$ cat src/common/demux_pkg.sv
/*
  demux configuration
  default port count and transaction depth, and the state type
  of the AW valid lock
*/
package demux_pkg;

  // defaults picked up by the top level
  parameter int NUM_PORTS_DEF = 4; // master ports, at least 2
  parameter int MAX_TRANS_DEF = 4; // open transactions per channel

  // AW lock: select already pushed, AW still waiting for ready
  typedef enum logic {
    AW_IDLE   = 1'b0,
    AW_LOCKED = 1'b1
  } aw_state_e;

endpackage

$ cat src/common/axi_lite_pkg.sv
/*
  axi4-lite bus description
  address, data and strobe widths shared by the demux and its
  testbench, plus the two-bit response code of the B and R channels
*/
package axi_lite_pkg;

  // ----------------------------------------------------------
  // bus widths
  // ----------------------------------------------------------
  parameter int ADDR_W = 16;         // byte address
  parameter int DATA_W = 32;         // one data beat
  parameter int STRB_W = DATA_W / 8; // one strobe per byte lane

  // ----------------------------------------------------------
  // response code, as carried on bresp / rresp
  // ----------------------------------------------------------
  typedef enum logic [1:0] {
    OKAY   = 2'b00, // normal access done
    EXOKAY = 2'b01, // exclusive ok, never produced on axi-lite
    SLVERR = 2'b10, // slave reached, access failed
    DECERR = 2'b11  // no slave at that address
  } resp_e;

endpackage
$ cat src/demux/lite_demux_top.sv
/*
  axi4-lite demux
  one slave port to NUM_PORTS master ports, target picked per AW / AR
  by a select; three select FIFOs keep W, B and R in order
*/
`timescale 1ns/1ns

module lite_demux_top import demux_pkg::*, axi_lite_pkg::*; #(
  parameter  int NUM_PORTS = NUM_PORTS_DEF,
  parameter  int MAX_TRANS = MAX_TRANS_DEF,
  localparam int SEL_W     = $clog2(NUM_PORTS) // port select width
) (
  input  logic                             clk_i,
  input  logic                             rst_i,
  // slave side
  input  logic                             aw_valid_i,
  output logic                             aw_ready_o,
  input  logic [ADDR_W-1:0]                aw_addr_i,
  input  logic [SEL_W-1:0]                 aw_sel_i,   // stable while aw_valid_i
  input  logic                             w_valid_i,
  output logic                             w_ready_o,
  input  logic [DATA_W-1:0]                w_data_i,
  input  logic [STRB_W-1:0]                w_strb_i,
  output logic                             b_valid_o,
  input  logic                             b_ready_i,
  output resp_e                            b_resp_o,
  input  logic                             ar_valid_i,
  output logic                             ar_ready_o,
  input  logic [ADDR_W-1:0]                ar_addr_i,
  input  logic [SEL_W-1:0]                 ar_sel_i,   // stable while ar_valid_i
  output logic                             r_valid_o,
  input  logic                             r_ready_i,
  output logic [DATA_W-1:0]                r_data_o,
  output resp_e                            r_resp_o,
  // master side, one bit / entry per port
  output logic [NUM_PORTS-1:0]             m_aw_valid_o,
  input  logic [NUM_PORTS-1:0]             m_aw_ready_i,
  output logic [ADDR_W-1:0]                m_aw_addr_o,
  output logic [NUM_PORTS-1:0]             m_w_valid_o,
  input  logic [NUM_PORTS-1:0]             m_w_ready_i,
  output logic [DATA_W-1:0]                m_w_data_o,
  output logic [STRB_W-1:0]                m_w_strb_o,
  input  logic [NUM_PORTS-1:0]             m_b_valid_i,
  output logic [NUM_PORTS-1:0]             m_b_ready_o,
  input  logic [NUM_PORTS-1:0][1:0]        m_b_resp_i,
  output logic [NUM_PORTS-1:0]             m_ar_valid_o,
  input  logic [NUM_PORTS-1:0]             m_ar_ready_i,
  output logic [ADDR_W-1:0]                m_ar_addr_o,
  input  logic [NUM_PORTS-1:0]             m_r_valid_i,
  output logic [NUM_PORTS-1:0]             m_r_ready_o,
  input  logic [NUM_PORTS-1:0][DATA_W-1:0] m_r_data_i,
  input  logic [NUM_PORTS-1:0][1:0]        m_r_resp_i
);

  // ----------------------------------------------------------
  // internal wires
  // ----------------------------------------------------------
  logic             aw_issue, w_issue, ar_issue, b_take, r_take;
  logic             w_push, w_pop, b_pop, r_push, r_pop;
  logic             w_full, w_empty, b_full, b_empty, r_full, r_empty;
  logic             aw_sel_ready, w_sel_ready, ar_sel_ready;
  logic             b_sel_valid, r_sel_valid;
  logic [SEL_W-1:0] w_sel, b_sel, r_sel; // FIFO heads

  demux_ctrl u_ctrl (
    .clk_i          (clk_i),
    .rst_i          (rst_i),
    .aw_valid_i     (aw_valid_i),
    .w_valid_i      (w_valid_i),
    .ar_valid_i     (ar_valid_i),
    .b_ready_i      (b_ready_i),
    .r_ready_i      (r_ready_i),
    .aw_sel_ready_i (aw_sel_ready),
    .w_sel_ready_i  (w_sel_ready),
    .ar_sel_ready_i (ar_sel_ready),
    .b_sel_valid_i  (b_sel_valid),
    .r_sel_valid_i  (r_sel_valid),
    .w_full_i       (w_full),
    .w_empty_i      (w_empty),
    .b_full_i       (b_full),
    .b_empty_i      (b_empty),
    .r_full_i       (r_full),
    .r_empty_i      (r_empty),
    .aw_issue_o     (aw_issue),
    .w_issue_o      (w_issue),
    .b_take_o       (b_take),
    .r_take_o       (r_take),
    .ar_issue_o     (ar_issue),
    .w_push_o       (w_push),
    .w_pop_o        (w_pop),
    .b_pop_o        (b_pop),
    .r_push_o       (r_push),
    .r_pop_o        (r_pop),
    .aw_ready_o     (aw_ready_o),
    .w_ready_o      (w_ready_o),
    .b_valid_o      (b_valid_o),
    .ar_ready_o     (ar_ready_o),
    .r_valid_o      (r_valid_o)
  );

  // ----------------------------------------------------------
  // select FIFOs
  // ----------------------------------------------------------
  select_fifo #(.DEPTH(MAX_TRANS), .WIDTH(SEL_W)) u_w_fifo ( // AW order
    .clk_i   (clk_i),
    .rst_i   (rst_i),
    .push_i  (w_push),
    .pop_i   (w_pop),
    .data_i  (aw_sel_i),
    .data_o  (w_sel),
    .full_o  (w_full),
    .empty_o (w_empty)
  );

  select_fifo #(.DEPTH(MAX_TRANS), .WIDTH(SEL_W)) u_b_fifo ( // W order
    .clk_i   (clk_i),
    .rst_i   (rst_i),
    .push_i  (w_pop),  // W beat done, its port owes a B
    .pop_i   (b_pop),
    .data_i  (w_sel),
    .data_o  (b_sel),
    .full_o  (b_full),
    .empty_o (b_empty)
  );

  select_fifo #(.DEPTH(MAX_TRANS), .WIDTH(SEL_W)) u_r_fifo ( // AR order
    .clk_i   (clk_i),
    .rst_i   (rst_i),
    .push_i  (r_push),
    .pop_i   (r_pop),
    .data_i  (ar_sel_i),
    .data_o  (r_sel),
    .full_o  (r_full),
    .empty_o (r_empty)
  );

  // ----------------------------------------------------------
  // datapath, all combinational
  // ----------------------------------------------------------
  req_fanout #(.NUM_PORTS(NUM_PORTS), .SEL_W(SEL_W)) u_fanout (
    .aw_issue_i     (aw_issue),
    .w_issue_i      (w_issue),
    .ar_issue_i     (ar_issue),
    .aw_sel_i       (aw_sel_i),
    .w_sel_i        (w_sel),
    .ar_sel_i       (ar_sel_i),
    .aw_addr_i      (aw_addr_i),
    .w_data_i       (w_data_i),
    .w_strb_i       (w_strb_i),
    .ar_addr_i      (ar_addr_i),
    .m_aw_ready_i   (m_aw_ready_i),
    .m_w_ready_i    (m_w_ready_i),
    .m_ar_ready_i   (m_ar_ready_i),
    .m_aw_valid_o   (m_aw_valid_o),
    .m_w_valid_o    (m_w_valid_o),
    .m_ar_valid_o   (m_ar_valid_o),
    .m_aw_addr_o    (m_aw_addr_o),
    .m_w_data_o     (m_w_data_o),
    .m_w_strb_o     (m_w_strb_o),
    .m_ar_addr_o    (m_ar_addr_o),
    .aw_sel_ready_o (aw_sel_ready),
    .w_sel_ready_o  (w_sel_ready),
    .ar_sel_ready_o (ar_sel_ready)
  );

  resp_mux #(.NUM_PORTS(NUM_PORTS), .SEL_W(SEL_W)) u_resp_mux (
    .b_sel_i       (b_sel),
    .r_sel_i       (r_sel),
    .b_take_i      (b_take),
    .r_take_i      (r_take),
    .m_b_valid_i   (m_b_valid_i),
    .m_b_resp_i    (m_b_resp_i),
    .m_r_valid_i   (m_r_valid_i),
    .m_r_data_i    (m_r_data_i),
    .m_r_resp_i    (m_r_resp_i),
    .b_sel_valid_o (b_sel_valid),
    .b_resp_o      (b_resp_o),
    .r_sel_valid_o (r_sel_valid),
    .r_data_o      (r_data_o),
    .r_resp_o      (r_resp_o),
    .m_b_ready_o   (m_b_ready_o),
    .m_r_ready_o   (m_r_ready_o)
  );

endmodule

$ cat src/demux/demux_ctrl.sv
/*
  demux channel control
  AW valid lock, FIFO push/pop strobes and the issue and ready
  decisions of all five channels
*/
`timescale 1ns/1ns

module demux_ctrl import demux_pkg::*; (
  input  logic clk_i,
  input  logic rst_i,
  input  logic aw_valid_i,
  input  logic w_valid_i,
  input  logic ar_valid_i,
  input  logic b_ready_i,
  input  logic r_ready_i,
  input  logic aw_sel_ready_i, // ready of the AW target port
  input  logic w_sel_ready_i,  // ready of the port at W FIFO head
  input  logic ar_sel_ready_i,
  input  logic b_sel_valid_i,  // valid of the port at B FIFO head
  input  logic r_sel_valid_i,
  input  logic w_full_i,
  input  logic w_empty_i,
  input  logic b_full_i,
  input  logic b_empty_i,
  input  logic r_full_i,
  input  logic r_empty_i,
  output logic aw_issue_o,
  output logic w_issue_o,
  output logic b_take_o,
  output logic r_take_o,
  output logic ar_issue_o,
  output logic w_push_o,
  output logic w_pop_o,        // doubles as B FIFO push
  output logic b_pop_o,
  output logic r_push_o,
  output logic r_pop_o,
  output logic aw_ready_o,
  output logic w_ready_o,
  output logic b_valid_o,
  output logic ar_ready_o,
  output logic r_valid_o
);

  aw_state_e aw_state_q, aw_state_d;

  // ----------------------------------------------------------
  // AW channel with valid lock
  // ----------------------------------------------------------
  always_comb begin
    aw_state_d = aw_state_q;
    aw_issue_o = 1'b0;
    aw_ready_o = 1'b0;
    w_push_o   = 1'b0;
    case (aw_state_q)
      AW_IDLE: begin
        // only issue with room for the select
        if (aw_valid_i && !w_full_i) begin
          aw_issue_o = 1'b1;
          w_push_o   = 1'b1; // select recorded on first issue
          if (aw_sel_ready_i) begin
            aw_ready_o = 1'b1;
          end else begin
            aw_state_d = AW_LOCKED; // keep valid up, no second push
          end
        end
      end
      AW_LOCKED: begin
        aw_issue_o = 1'b1; // master keeps aw_valid_i high by protocol
        if (aw_sel_ready_i) begin
          aw_ready_o = 1'b1;
          aw_state_d = AW_IDLE;
        end
      end
      default: aw_state_d = AW_IDLE;
    endcase
  end

  always_ff @(posedge clk_i) begin
    if (rst_i) begin
      aw_state_q <= AW_IDLE;
    end else begin
      aw_state_q <= aw_state_d;
    end
  end

  // ----------------------------------------------------------
  // W channel, needs its AW select and room in B FIFO
  // ----------------------------------------------------------
  assign w_issue_o = w_valid_i & ~w_empty_i & ~b_full_i;
  assign w_ready_o = ~w_empty_i & ~b_full_i & w_sel_ready_i;
  assign w_pop_o   = w_valid_i & w_ready_o; // beat done

  // B channel, in W order
  assign b_valid_o = ~b_empty_i & b_sel_valid_i;
  assign b_take_o  = ~b_empty_i & b_ready_i;
  assign b_pop_o   = b_valid_o & b_ready_i;

  // ----------------------------------------------------------
  // AR channel, limited by R FIFO depth
  // ----------------------------------------------------------
  assign ar_issue_o = ar_valid_i & ~r_full_i;
  assign ar_ready_o = ~r_full_i & ar_sel_ready_i;
  assign r_push_o   = ar_valid_i & ar_ready_o;

  // R channel, in AR order
  assign r_valid_o = ~r_empty_i & r_sel_valid_i;
  assign r_take_o  = ~r_empty_i & r_ready_i;
  assign r_pop_o   = r_valid_o & r_ready_i;

endmodule

$ cat src/logic/resp_mux.sv
/*
  response mux
  picks B and R from the port at the head of their select FIFO
  and drives ready back to that port only
*/
`timescale 1ns/1ns

module resp_mux import demux_pkg::*, axi_lite_pkg::*; #(
  parameter int NUM_PORTS = NUM_PORTS_DEF,
  parameter int SEL_W     = $clog2(NUM_PORTS_DEF)
) (
  input  logic [SEL_W-1:0]                  b_sel_i,    // B FIFO head
  input  logic [SEL_W-1:0]                  r_sel_i,    // R FIFO head
  input  logic                              b_take_i,
  input  logic                              r_take_i,
  input  logic [NUM_PORTS-1:0]              m_b_valid_i,
  input  logic [NUM_PORTS-1:0][1:0]         m_b_resp_i,
  input  logic [NUM_PORTS-1:0]              m_r_valid_i,
  input  logic [NUM_PORTS-1:0][DATA_W-1:0]  m_r_data_i,
  input  logic [NUM_PORTS-1:0][1:0]         m_r_resp_i,
  output logic                              b_sel_valid_o,
  output resp_e                             b_resp_o,
  output logic                              r_sel_valid_o,
  output logic [DATA_W-1:0]                 r_data_o,
  output resp_e                             r_resp_o,
  output logic [NUM_PORTS-1:0]              m_b_ready_o,
  output logic [NUM_PORTS-1:0]              m_r_ready_o
);

  // ----------------------------------------------------------
  // B channel
  // ----------------------------------------------------------
  assign b_sel_valid_o = m_b_valid_i[b_sel_i];          // gated by FIFO state in ctrl
  assign b_resp_o      = resp_e'(m_b_resp_i[b_sel_i]);

  // ----------------------------------------------------------
  // R channel
  // ----------------------------------------------------------
  assign r_sel_valid_o = m_r_valid_i[r_sel_i];
  assign r_data_o      = m_r_data_i[r_sel_i];
  assign r_resp_o      = resp_e'(m_r_resp_i[r_sel_i]);

  // ready only towards the port whose response is expected next,
  // other ports keep their responses until their turn
  for (genvar i = 0; i < NUM_PORTS; i++) begin : gen_ready
    assign m_b_ready_o[i] = b_take_i & (b_sel_i == SEL_W'(i));
    assign m_r_ready_o[i] = r_take_i & (r_sel_i == SEL_W'(i));
  end

endmodule

$ cat src/logic/req_fanout.sv
/*
  request fan-out
  broadcasts AW, W and AR payloads to all master ports, raises the
  valid of the selected port only and hands back that port's ready
*/
`timescale 1ns/1ns

module req_fanout import demux_pkg::*, axi_lite_pkg::*; #(
  parameter int NUM_PORTS = NUM_PORTS_DEF,
  parameter int SEL_W     = $clog2(NUM_PORTS_DEF)
) (
  input  logic                 aw_issue_i,
  input  logic                 w_issue_i,
  input  logic                 ar_issue_i,
  input  logic [SEL_W-1:0]     aw_sel_i,
  input  logic [SEL_W-1:0]     w_sel_i,   // W FIFO head
  input  logic [SEL_W-1:0]     ar_sel_i,
  input  logic [ADDR_W-1:0]    aw_addr_i,
  input  logic [DATA_W-1:0]    w_data_i,
  input  logic [STRB_W-1:0]    w_strb_i,
  input  logic [ADDR_W-1:0]    ar_addr_i,
  input  logic [NUM_PORTS-1:0] m_aw_ready_i,
  input  logic [NUM_PORTS-1:0] m_w_ready_i,
  input  logic [NUM_PORTS-1:0] m_ar_ready_i,
  output logic [NUM_PORTS-1:0] m_aw_valid_o,
  output logic [NUM_PORTS-1:0] m_w_valid_o,
  output logic [NUM_PORTS-1:0] m_ar_valid_o,
  output logic [ADDR_W-1:0]    m_aw_addr_o,
  output logic [DATA_W-1:0]    m_w_data_o,
  output logic [STRB_W-1:0]    m_w_strb_o,
  output logic [ADDR_W-1:0]    m_ar_addr_o,
  output logic                 aw_sel_ready_o,
  output logic                 w_sel_ready_o,
  output logic                 ar_sel_ready_o
);

  // payloads go to every port, only one valid qualifies them
  assign m_aw_addr_o = aw_addr_i;
  assign m_w_data_o  = w_data_i;
  assign m_w_strb_o  = w_strb_i;
  assign m_ar_addr_o = ar_addr_i;

  // ----------------------------------------------------------
  // one-hot valid decode per channel
  // ----------------------------------------------------------
  for (genvar i = 0; i < NUM_PORTS; i++) begin : gen_valid
    assign m_aw_valid_o[i] = aw_issue_i & (aw_sel_i == SEL_W'(i));
    assign m_w_valid_o[i]  = w_issue_i  & (w_sel_i  == SEL_W'(i));
    assign m_ar_valid_o[i] = ar_issue_i & (ar_sel_i == SEL_W'(i));
  end

  // ready of the addressed port back to the controller
  assign aw_sel_ready_o = m_aw_ready_i[aw_sel_i];
  assign w_sel_ready_o  = m_w_ready_i[w_sel_i];
  assign ar_sel_ready_o = m_ar_ready_i[ar_sel_i];

endmodule

$ cat src/logic/select_fifo.sv
/*
  select FIFO
  circular buffer of port selects, head visible at data_o,
  full and empty flags for the channel control
*/
`timescale 1ns/1ns

module select_fifo import demux_pkg::*; #(
  parameter int DEPTH = MAX_TRANS_DEF,
  parameter int WIDTH = $clog2(NUM_PORTS_DEF)
) (
  input  logic             clk_i,
  input  logic             rst_i,
  input  logic             push_i,
  input  logic             pop_i,
  input  logic [WIDTH-1:0] data_i,
  output logic [WIDTH-1:0] data_o,
  output logic             full_o,
  output logic             empty_o
);

  localparam int PTR_W = (DEPTH > 1) ? $clog2(DEPTH) : 1;
  localparam int CNT_W = $clog2(DEPTH + 1);

  logic [WIDTH-1:0] mem [DEPTH]; // stored selects
  logic [PTR_W-1:0] wr_ptr_q, rd_ptr_q;
  logic [CNT_W-1:0] count_q;
  logic             do_push, do_pop;

  assign full_o  = (count_q == CNT_W'(DEPTH));
  assign empty_o = (count_q == '0);
  assign data_o  = mem[rd_ptr_q]; // head of queue

  // never write a full or read an empty buffer
  assign do_push = push_i & ~full_o;
  assign do_pop  = pop_i & ~empty_o;

  always_ff @(posedge clk_i) begin
    if (do_push) begin
      mem[wr_ptr_q] <= data_i;
    end
  end

  always_ff @(posedge clk_i) begin
    if (rst_i) begin
      wr_ptr_q <= '0;
      rd_ptr_q <= '0;
      count_q  <= '0;
    end else begin
      if (do_push) begin // wrap at DEPTH - 1
        wr_ptr_q <= (wr_ptr_q == PTR_W'(DEPTH - 1)) ? '0 : wr_ptr_q + 1'b1;
      end
      if (do_pop) begin
        rd_ptr_q <= (rd_ptr_q == PTR_W'(DEPTH - 1)) ? '0 : rd_ptr_q + 1'b1;
      end
      if (do_push && !do_pop) begin
        count_q <= count_q + 1'b1;
      end else if (do_pop && !do_push) begin
        count_q <= count_q - 1'b1;
      end
    end
  end

endmodule

$ cat config.mk
export PLATFORM = sky130hd
export DESIGN_NAME = lite_demux_top
export DESIGN_NICKNAME = d
export VERILOG_FILES = /design/src/common/demux_pkg.sv /design/src/common/axi_lite_pkg.sv /design/src/demux/lite_demux_top.sv /design/src/demux/demux_ctrl.sv /design/src/logic/resp_mux.sv /design/src/logic/req_fanout.sv /design/src/logic/select_fifo.sv
export SDC_FILE = /design/constraint.sdc
export NUM_CORES = 1
export LEC_CHECK = 0
export BUFFER_PORTS_ARGS = -buffer_cell sky130_fd_sc_hd__buf_4
export CELL_PAD_IN_SITES_DETAIL_PLACEMENT = 0
export CELL_PAD_IN_SITES_GLOBAL_PLACEMENT = 1
export CORE_AREA = 3 3 144 146
export CTS_BUF_LIST = sky130_fd_sc_hd__clkbuf_8
export CTS_CLUSTER_SIZE = 12
export DETAILED_ROUTE_END_ITERATION = 8
export DIE_AREA = 0 0 147 149
export PLACE_DENSITY = 0.8
export SLEW_MARGIN = 20
export SYNTH_ARGS = -nofsm -noshare
export SYNTH_HDL_FRONTEND = slang
export SYNTH_SLANG_ARGS = --single-unit
$ cat constraint.sdc
create_clock -name clk_i -period 3 [get_ports clk_i]
set_input_delay 0.3 -clock clk_i [delete_from_list [all_inputs] [get_ports clk_i]]
set_output_delay 0.3 -clock clk_i [all_outputs]
set_load 0.02 [all_outputs]
==> reports/metrics.csv, run 1 <==
metric,value,unit
fin_area,0.005784,mm2
critical_path.max_fanout,5,
crit_type,register to register,
portBuffers,235,
place_inst,770,
synth_mux_area_share,30.76,%
grt_busiest_layer,met2,
dr.pass1.iters,4,
leakagePower,2.538,nW
synth.distinct_cells,35,
grt_usage,13.76,%
switchingPower,1.425,mW
start_util,21.12,%
rows,51,
wl,15.56,mm
syn_inst,345,
via_per_inst,4.248,
antenna_found_initial,0,
vias,3309,
power,3.582,mW
grt_pass1_wl,22.52,mm
register_area,0.001282,mm2
grt_pass1_vias,3551,
dp_hpwl,13.72,mm
fin_crit_sh,93.99,%
hold_viol,0,
slowest_delay,0.53,ns
grt_use_met2,21.39,%
vdd_drop_max,0.0003158,V
tightest_slew,0.6647,ns
synth-seq-cells,52,
multi_input_area,0.002195,mm2
gr-usage-met1,15.21,%
die_y,149,um
yosys_warnings,0,
worstSkewPairLatency,0.32,ns
clk_path_buf_depth,2,
ant_nets,0,
syn_avg_cell_area,11.95,um2
maxSlewViolCount,0,
synth-xor-area-share,1.274,%
status,"complete, no violations",
cp.required,3.26,ns
period_needed,2.820,ns
cts_tree,built,
cp_data_arrival_time,3.08,ns
maxCapViolations,0,
layout_common_cells,"buf_4, mux4_2, nor2_1",
grt_use_met3,9.997,%
drcViolationCount,0,
syn_area,0.004124,mm2
skew,0.01429,ns
drt_iter0_markers,175,
hold_ws,0.2375,ns
cts_root_buf,clkbuf_8,
p_sw_share,39.79,%
drive_above_1_share,60.31,%
rr_worst_depth,10,
startpoint_type,register,
h-tree-depth,2,
syn-num-nets,609,
synth-simple-area-share,11.53,%
dieArea,0.02190,mm2
synthAdderAreaFrac,6.917,%
grt_max_degree,37,
fin_nets,777,
io_pins,372,
area_delta_synth_final,40.26,%
seqPwrFrac,27.6,%
clkPwrFrac,11.8,%
crit_chain,mux4_2 > nand4bb_4 > o22a_2 > inv_2 > ha_1 > inv_1 > fa_1 > xor2_1 > or3_1 > a21oi_1,
power.internal,2.157,mW
final_common_cell,buf_4,
synth_top_family_by_area,multiplexers,
coreArea,0.01953,mm2
antenna_cells,0,
cp-end-kind,register,
placed_area,0.005665,mm2
min_from,ar_sel_i[1],
synth_compound_area_share,2.367,%
numCtsBuffers,5,
hp-class,input port to register,
post_drt_wl_per_cell,19.97,um
slew_headroom,55.69,%
die_x,147,um
final_core_util,29.62,%
place_congestion,0.8647,
cts_sinks,52,
holdPathStages,1,
fmax,0.3546,GHz
overflow,0,
powerDensity,619.3,mW/mm2
comb_power_share,60.6,%
yosysSeqAreaShare,31.07,%
path_clk_slew,0.10,ns
nFillCells,2051,
slowest_stage,mux4_2,
final-setup-viol-count,0,
finalNonFillerCells,779,
-- synthesized netlist by cell type --
master,count,share of area (%)
and3_1,2,0.30
inv_2,1,0.091
nor2_1,29,2.6
mux2_2,2,0.55
nand4b_1,1,0.21
edfxtp_1,24,17
buf_1,1,0.091
or3b_2,2,0.42
dfxtp_1,28,14
inv_1,14,1.3
and2_1,14,2.1
o31a_1,4,0.85
mux2i_1,21,5.1
buf_4,68,12
nor3_1,8,0.97
a21oi_1,3,0.36
mux4_2,44,24
o22a_1,1,0.21
nor3b_1,4,0.73
fa_1,3,1.5
mux2_4,3,1.1
ha_1,18,5.5
o22ai_1,1,0.15
nand4bb_4,1,0.67
nand2b_1,10,1.5
or3_1,3,0.46
nand2_1,5,0.46
o21ai_0,4,0.49
buf_6,5,1.4
o22ai_2,1,0.30
buf_2,5,0.61
clkbuf_1,3,0.27
xor2_1,6,1.3
and3b_1,2,0.42
nor2b_1,4,0.61
-- worst paths after layout --
path	to	slack [ns]
worst max register to register	u_b_fifo.count_q[2]	0.18
worst min register to register	u_w_fifo.count_q[2]	0.51
worst max-delay path	u_b_fifo.count_q[2]	0.18
worst min-delay path	u_r_fifo.mem[0][1]	0.24
-- cell type report --
class / count / area share [%]
clock buffers: 5 / 1.190
clock inverters: 3 / 0.4543
inverters: 15 / 0.9734
multi-input cells: 196 / 37.94
flip-flops and latches: 52 / 22.17
well taps: 265 / 5.732
repair buffers: 243 / 31.54
-- what timing repair did --
item | in CTS | in global routing
buffers inserted | 0 | 1
hold buffers | 0 | 0
endpoints found under the setup margin | 0 | 3
resized for setup | 0 | 5
-- critical path, delay by kind of cell (launching register included) --
kind                       cells  cell delay [ns]
AOI/OAI and AO/OA              2             0.46
xor gates and xnor gates       1             0.17
adders and majority gates      2             0.55
buffers and inverters          2             0.16
DFF                            1             0.38
muxes                          1             0.53
and+or+nand+nor                2             0.53
-- power groups by stage --
| stage | registers [mW] | clock network (mW) | logic, mW |
|---|---|---|---|
| after floorplan | 0.985 | 0 | 1.54 |
| after global placement | 1.00 | 0 | 2.16 |
| after detailed placement | 1.01 | 0 | 2.18 |
| after CTS | 0.991 | 0.447 | 2.19 |
| after global routing | 1.02 | 0.470 | 2.37 |
| final | 0.989 | 0.423 | 2.17 |
-- metal layers --
layer	up-vias	routed length, um
li1	1522	-
met2	163	7119
met5	-	0
met4	0	265
met1	1592	5575
met3	32	2598
-- kinds of logic after synthesis --
logic type,after synthesis
flops,52
mux,70
simple gates,85
compound gates,14
fa+ha+maj,21
buf+inv,97
xor+xnor,6
-- per-stage QoR --
step	worst slack, ns	setup TNS, ns
floorplan	0.2102	0
global placement	0.1685	0
detailed placement	0.1206	0
CTS	0.1055	0
global route	-0.005059	-0.005059
finish	0.1803	0
Note: power is estimated with default switching activity, not from simulation.
==> run 2: changes to the inputs <==
- CORE_AREA: 3 3 144 146 -> 2 2 143 145
- DIE_AREA: 0 0 147 149 -> 0 0 145 147
- REMOVE_ABC_BUFFERS: not set -> 1
==> reports/metrics.csv, run 2 (same netlist as run 1, synthesis figures left out) <==
metric,value,unit,change
clk_path_buf_depth,2,,unchanged
maxSlewViolCount,0,,unchanged
seqPwrFrac,25.8,%,was 27.6%
dp_hpwl,15.71,mm,was 13.72 mm
dr.pass1.iters,4,,unchanged
worstSkewPairLatency,0.31,ns,was 0.32 ns
hp-class,input port to register,,unchanged
rows,52,,was 51
vias,3380,,"was 3,309"
switchingPower,1.593,mW,was 1.425 mW
slew_headroom,56.87,%,was 55.69%
antenna_found_initial,2,,was 0
grt_use_met3,16.96,%,was 9.997%
ant_nets,0,,unchanged
cts_root_buf,clkbuf_8,,unchanged
post_drt_wl_per_cell,22.61,um,was 19.97 um
cts_sinks,52,,unchanged
cp.required,2.70,ns,was 3.26 ns
cp_data_arrival_time,2.51,ns,was 3.08 ns
tightest_slew,0.6469,ns,was 0.6647 ns
gr-usage-met1,20.09,%,was 15.21%
power.internal,2.248,mW,was 2.157 mW
grt_pass1_vias,3680,,"was 3,551"
cp-end-kind,primary output,,was register
comb_power_share,61.6,%,was 60.6%
setup_slack,0.1904,ns,was 0.1803 ns
fin_crit_sh,93.65,%,was 93.99%
overflow,0,,unchanged
powerDensity,660.9,mW/mm2,was 619.3 mW/mm2
cts-hold-fix-buffers,0,,unchanged
final_common_cell,buf_4,,unchanged
maxCapViolations,0,,unchanged
power,3.841,mW,was 3.582 mW
hold_viol,0,,unchanged
skew,0.005399,ns,was 0.01429 ns
critical_path.max_fanout,35,,was 5
coreArea,0.01984,mm2,was 0.01953 mm2
crit_buf_inv,2,,unchanged
fin_nets,779,,was 777
grt_use_met2,20.02,%,was 21.39%
path_clk_slew,0.10,ns,about the same
status,"complete, no violations",,unchanged
drt_iter0_markers,157,,was 175
final_core_util,29.29,%,was 29.62%
place_inst,774,,was 770
crit_chain,mux4_2 > buf_4 > mux4_2 > buf_4,,was mux4_2 > nand4bb_4 > o22a_2 > inv_2 > ha_1 > inv_1 > fa_1 > xor2_1 > or3_1 > a21oi_1
grt_usage,16.41,%,was 13.76%
vdd_drop_max,0.0002102,V,was 0.0003158 V
via_per_inst,4.300,,was 4.248
antenna_cells,0,,unchanged
start_util,20.78,%,was 21.12%
die_x,145,um,was 147 um
finalNonFillerCells,786,,was 779
period_needed,2.810,ns,was 2.820 ns
area_delta_synth_final,40.93,%,was 40.26%
final-setup-viol-count,0,,unchanged
place_congestion,0.8012,,was 0.8647
portBuffers,235,,unchanged
grt_pass1_wl,24.97,mm,was 22.52 mm
grt_max_degree,36,,was 37
leakagePower,2.565,nW,was 2.538 nW
drive_above_1_share,59.88,%,was 60.31%
layout_common_cells,"buf_4, mux4_2, nor2_1",,unchanged
fmax,0.3559,GHz,was 0.3546 GHz
io_pins,372,,unchanged
rsz0062_at_grt,false,,
wl,17.77,mm,was 15.56 mm
h-tree-depth,2,,unchanged
cts_tree,built,,unchanged
die_y,147,um,was 149 um
numCtsBuffers,5,,unchanged
dieArea,0.02132,mm2,was 0.02190 mm2
pre_cts_slack,0.1489,ns,was 0.1206 ns
drcViolationCount,0,,unchanged
slowest_delay,0.66,ns,was 0.53 ns
r2r_slack,0.20,ns,was 0.18 ns
crit_type,register to primary output,,was register to register
p_sw_share,41.48,%,was 39.79%
grt_busiest_layer,met1,,was met2
clkPwrFrac,12.6,%,was 11.8%
startpoint_type,register,,unchanged
slowest_stage,mux4_2,,unchanged
cp_top_family,multiplexers,,was adder cells
## run 2: what timing repair did
item	in CTS	in global routing
setup buffers	0	4
gates resized for setup	0	3
endpoints found under the setup margin	0	2
## run 2: per-layer routing
layer,wire length [um],vias up
met2,6293,238
met3,4027,13
met4,124,4
met5,20,-
met1,7306,1599
li1,-,1526
## run 2: through the flow
stage	hold slack [ns]	setup TNS [ns]	area, um2
4_1_cts	0.2285	0	5776
3_3_place_gp	0.4860	0	5664
6_report	0.2380	0	5812
5_1_grt	0.2284	0	5812
2_1_floorplan	0.3691	-0.1939	3517
3_5_place_dp	0.5053	0	5664
## run 2: final timing paths
kind / start / end / cells after the start
setup / recovery: register / r_data_o[5] / 4
hold / removal: aw_sel_i[0] / u_w_fifo.mem[1][0] / 1
setup reg to reg: register / u_r_fifo.count_q[2] / 10
hold reg to reg: u_b_fifo.rd_ptr_q[1] / register / 2
## run 2: power by group through the flow
stage / registers, mW / clock network, mW / logic (mW)
floorplan: 0.985 / 0 / 1.35
global placement: 1.00 / 0 / 2.32
detailed placement: 1.01 / 0 / 2.33
CTS: 0.988 / 0.502 / 2.35
global route: 1.01 / 0.527 / 2.56
finish: 0.990 / 0.484 / 2.37
## run 2: worst reg2reg max path, cell delays in order, from the launching register on
cell     delay [ns]
dfxtp_2        0.39
mux4_2         0.58
mux2i_1        0.25
o22ai_2        0.16
inv_1          0.08
ha_1           0.18
inv_1          0.06
fa_1           0.37
xor2_1         0.18
or3_1          0.31
a21oi_1        0.16
## run 2: area by class of cell
class,count,area (um2)
Fill cell,2062,14030
Multi-Input combinational cell,196,2183
Timing Repair Buffer,245,1839
Sequential cell,52,1284
Tap cell,270,337.8
Clock buffer,5,68.82
Inverter,15,56.30
Clock inverter,3,42.54
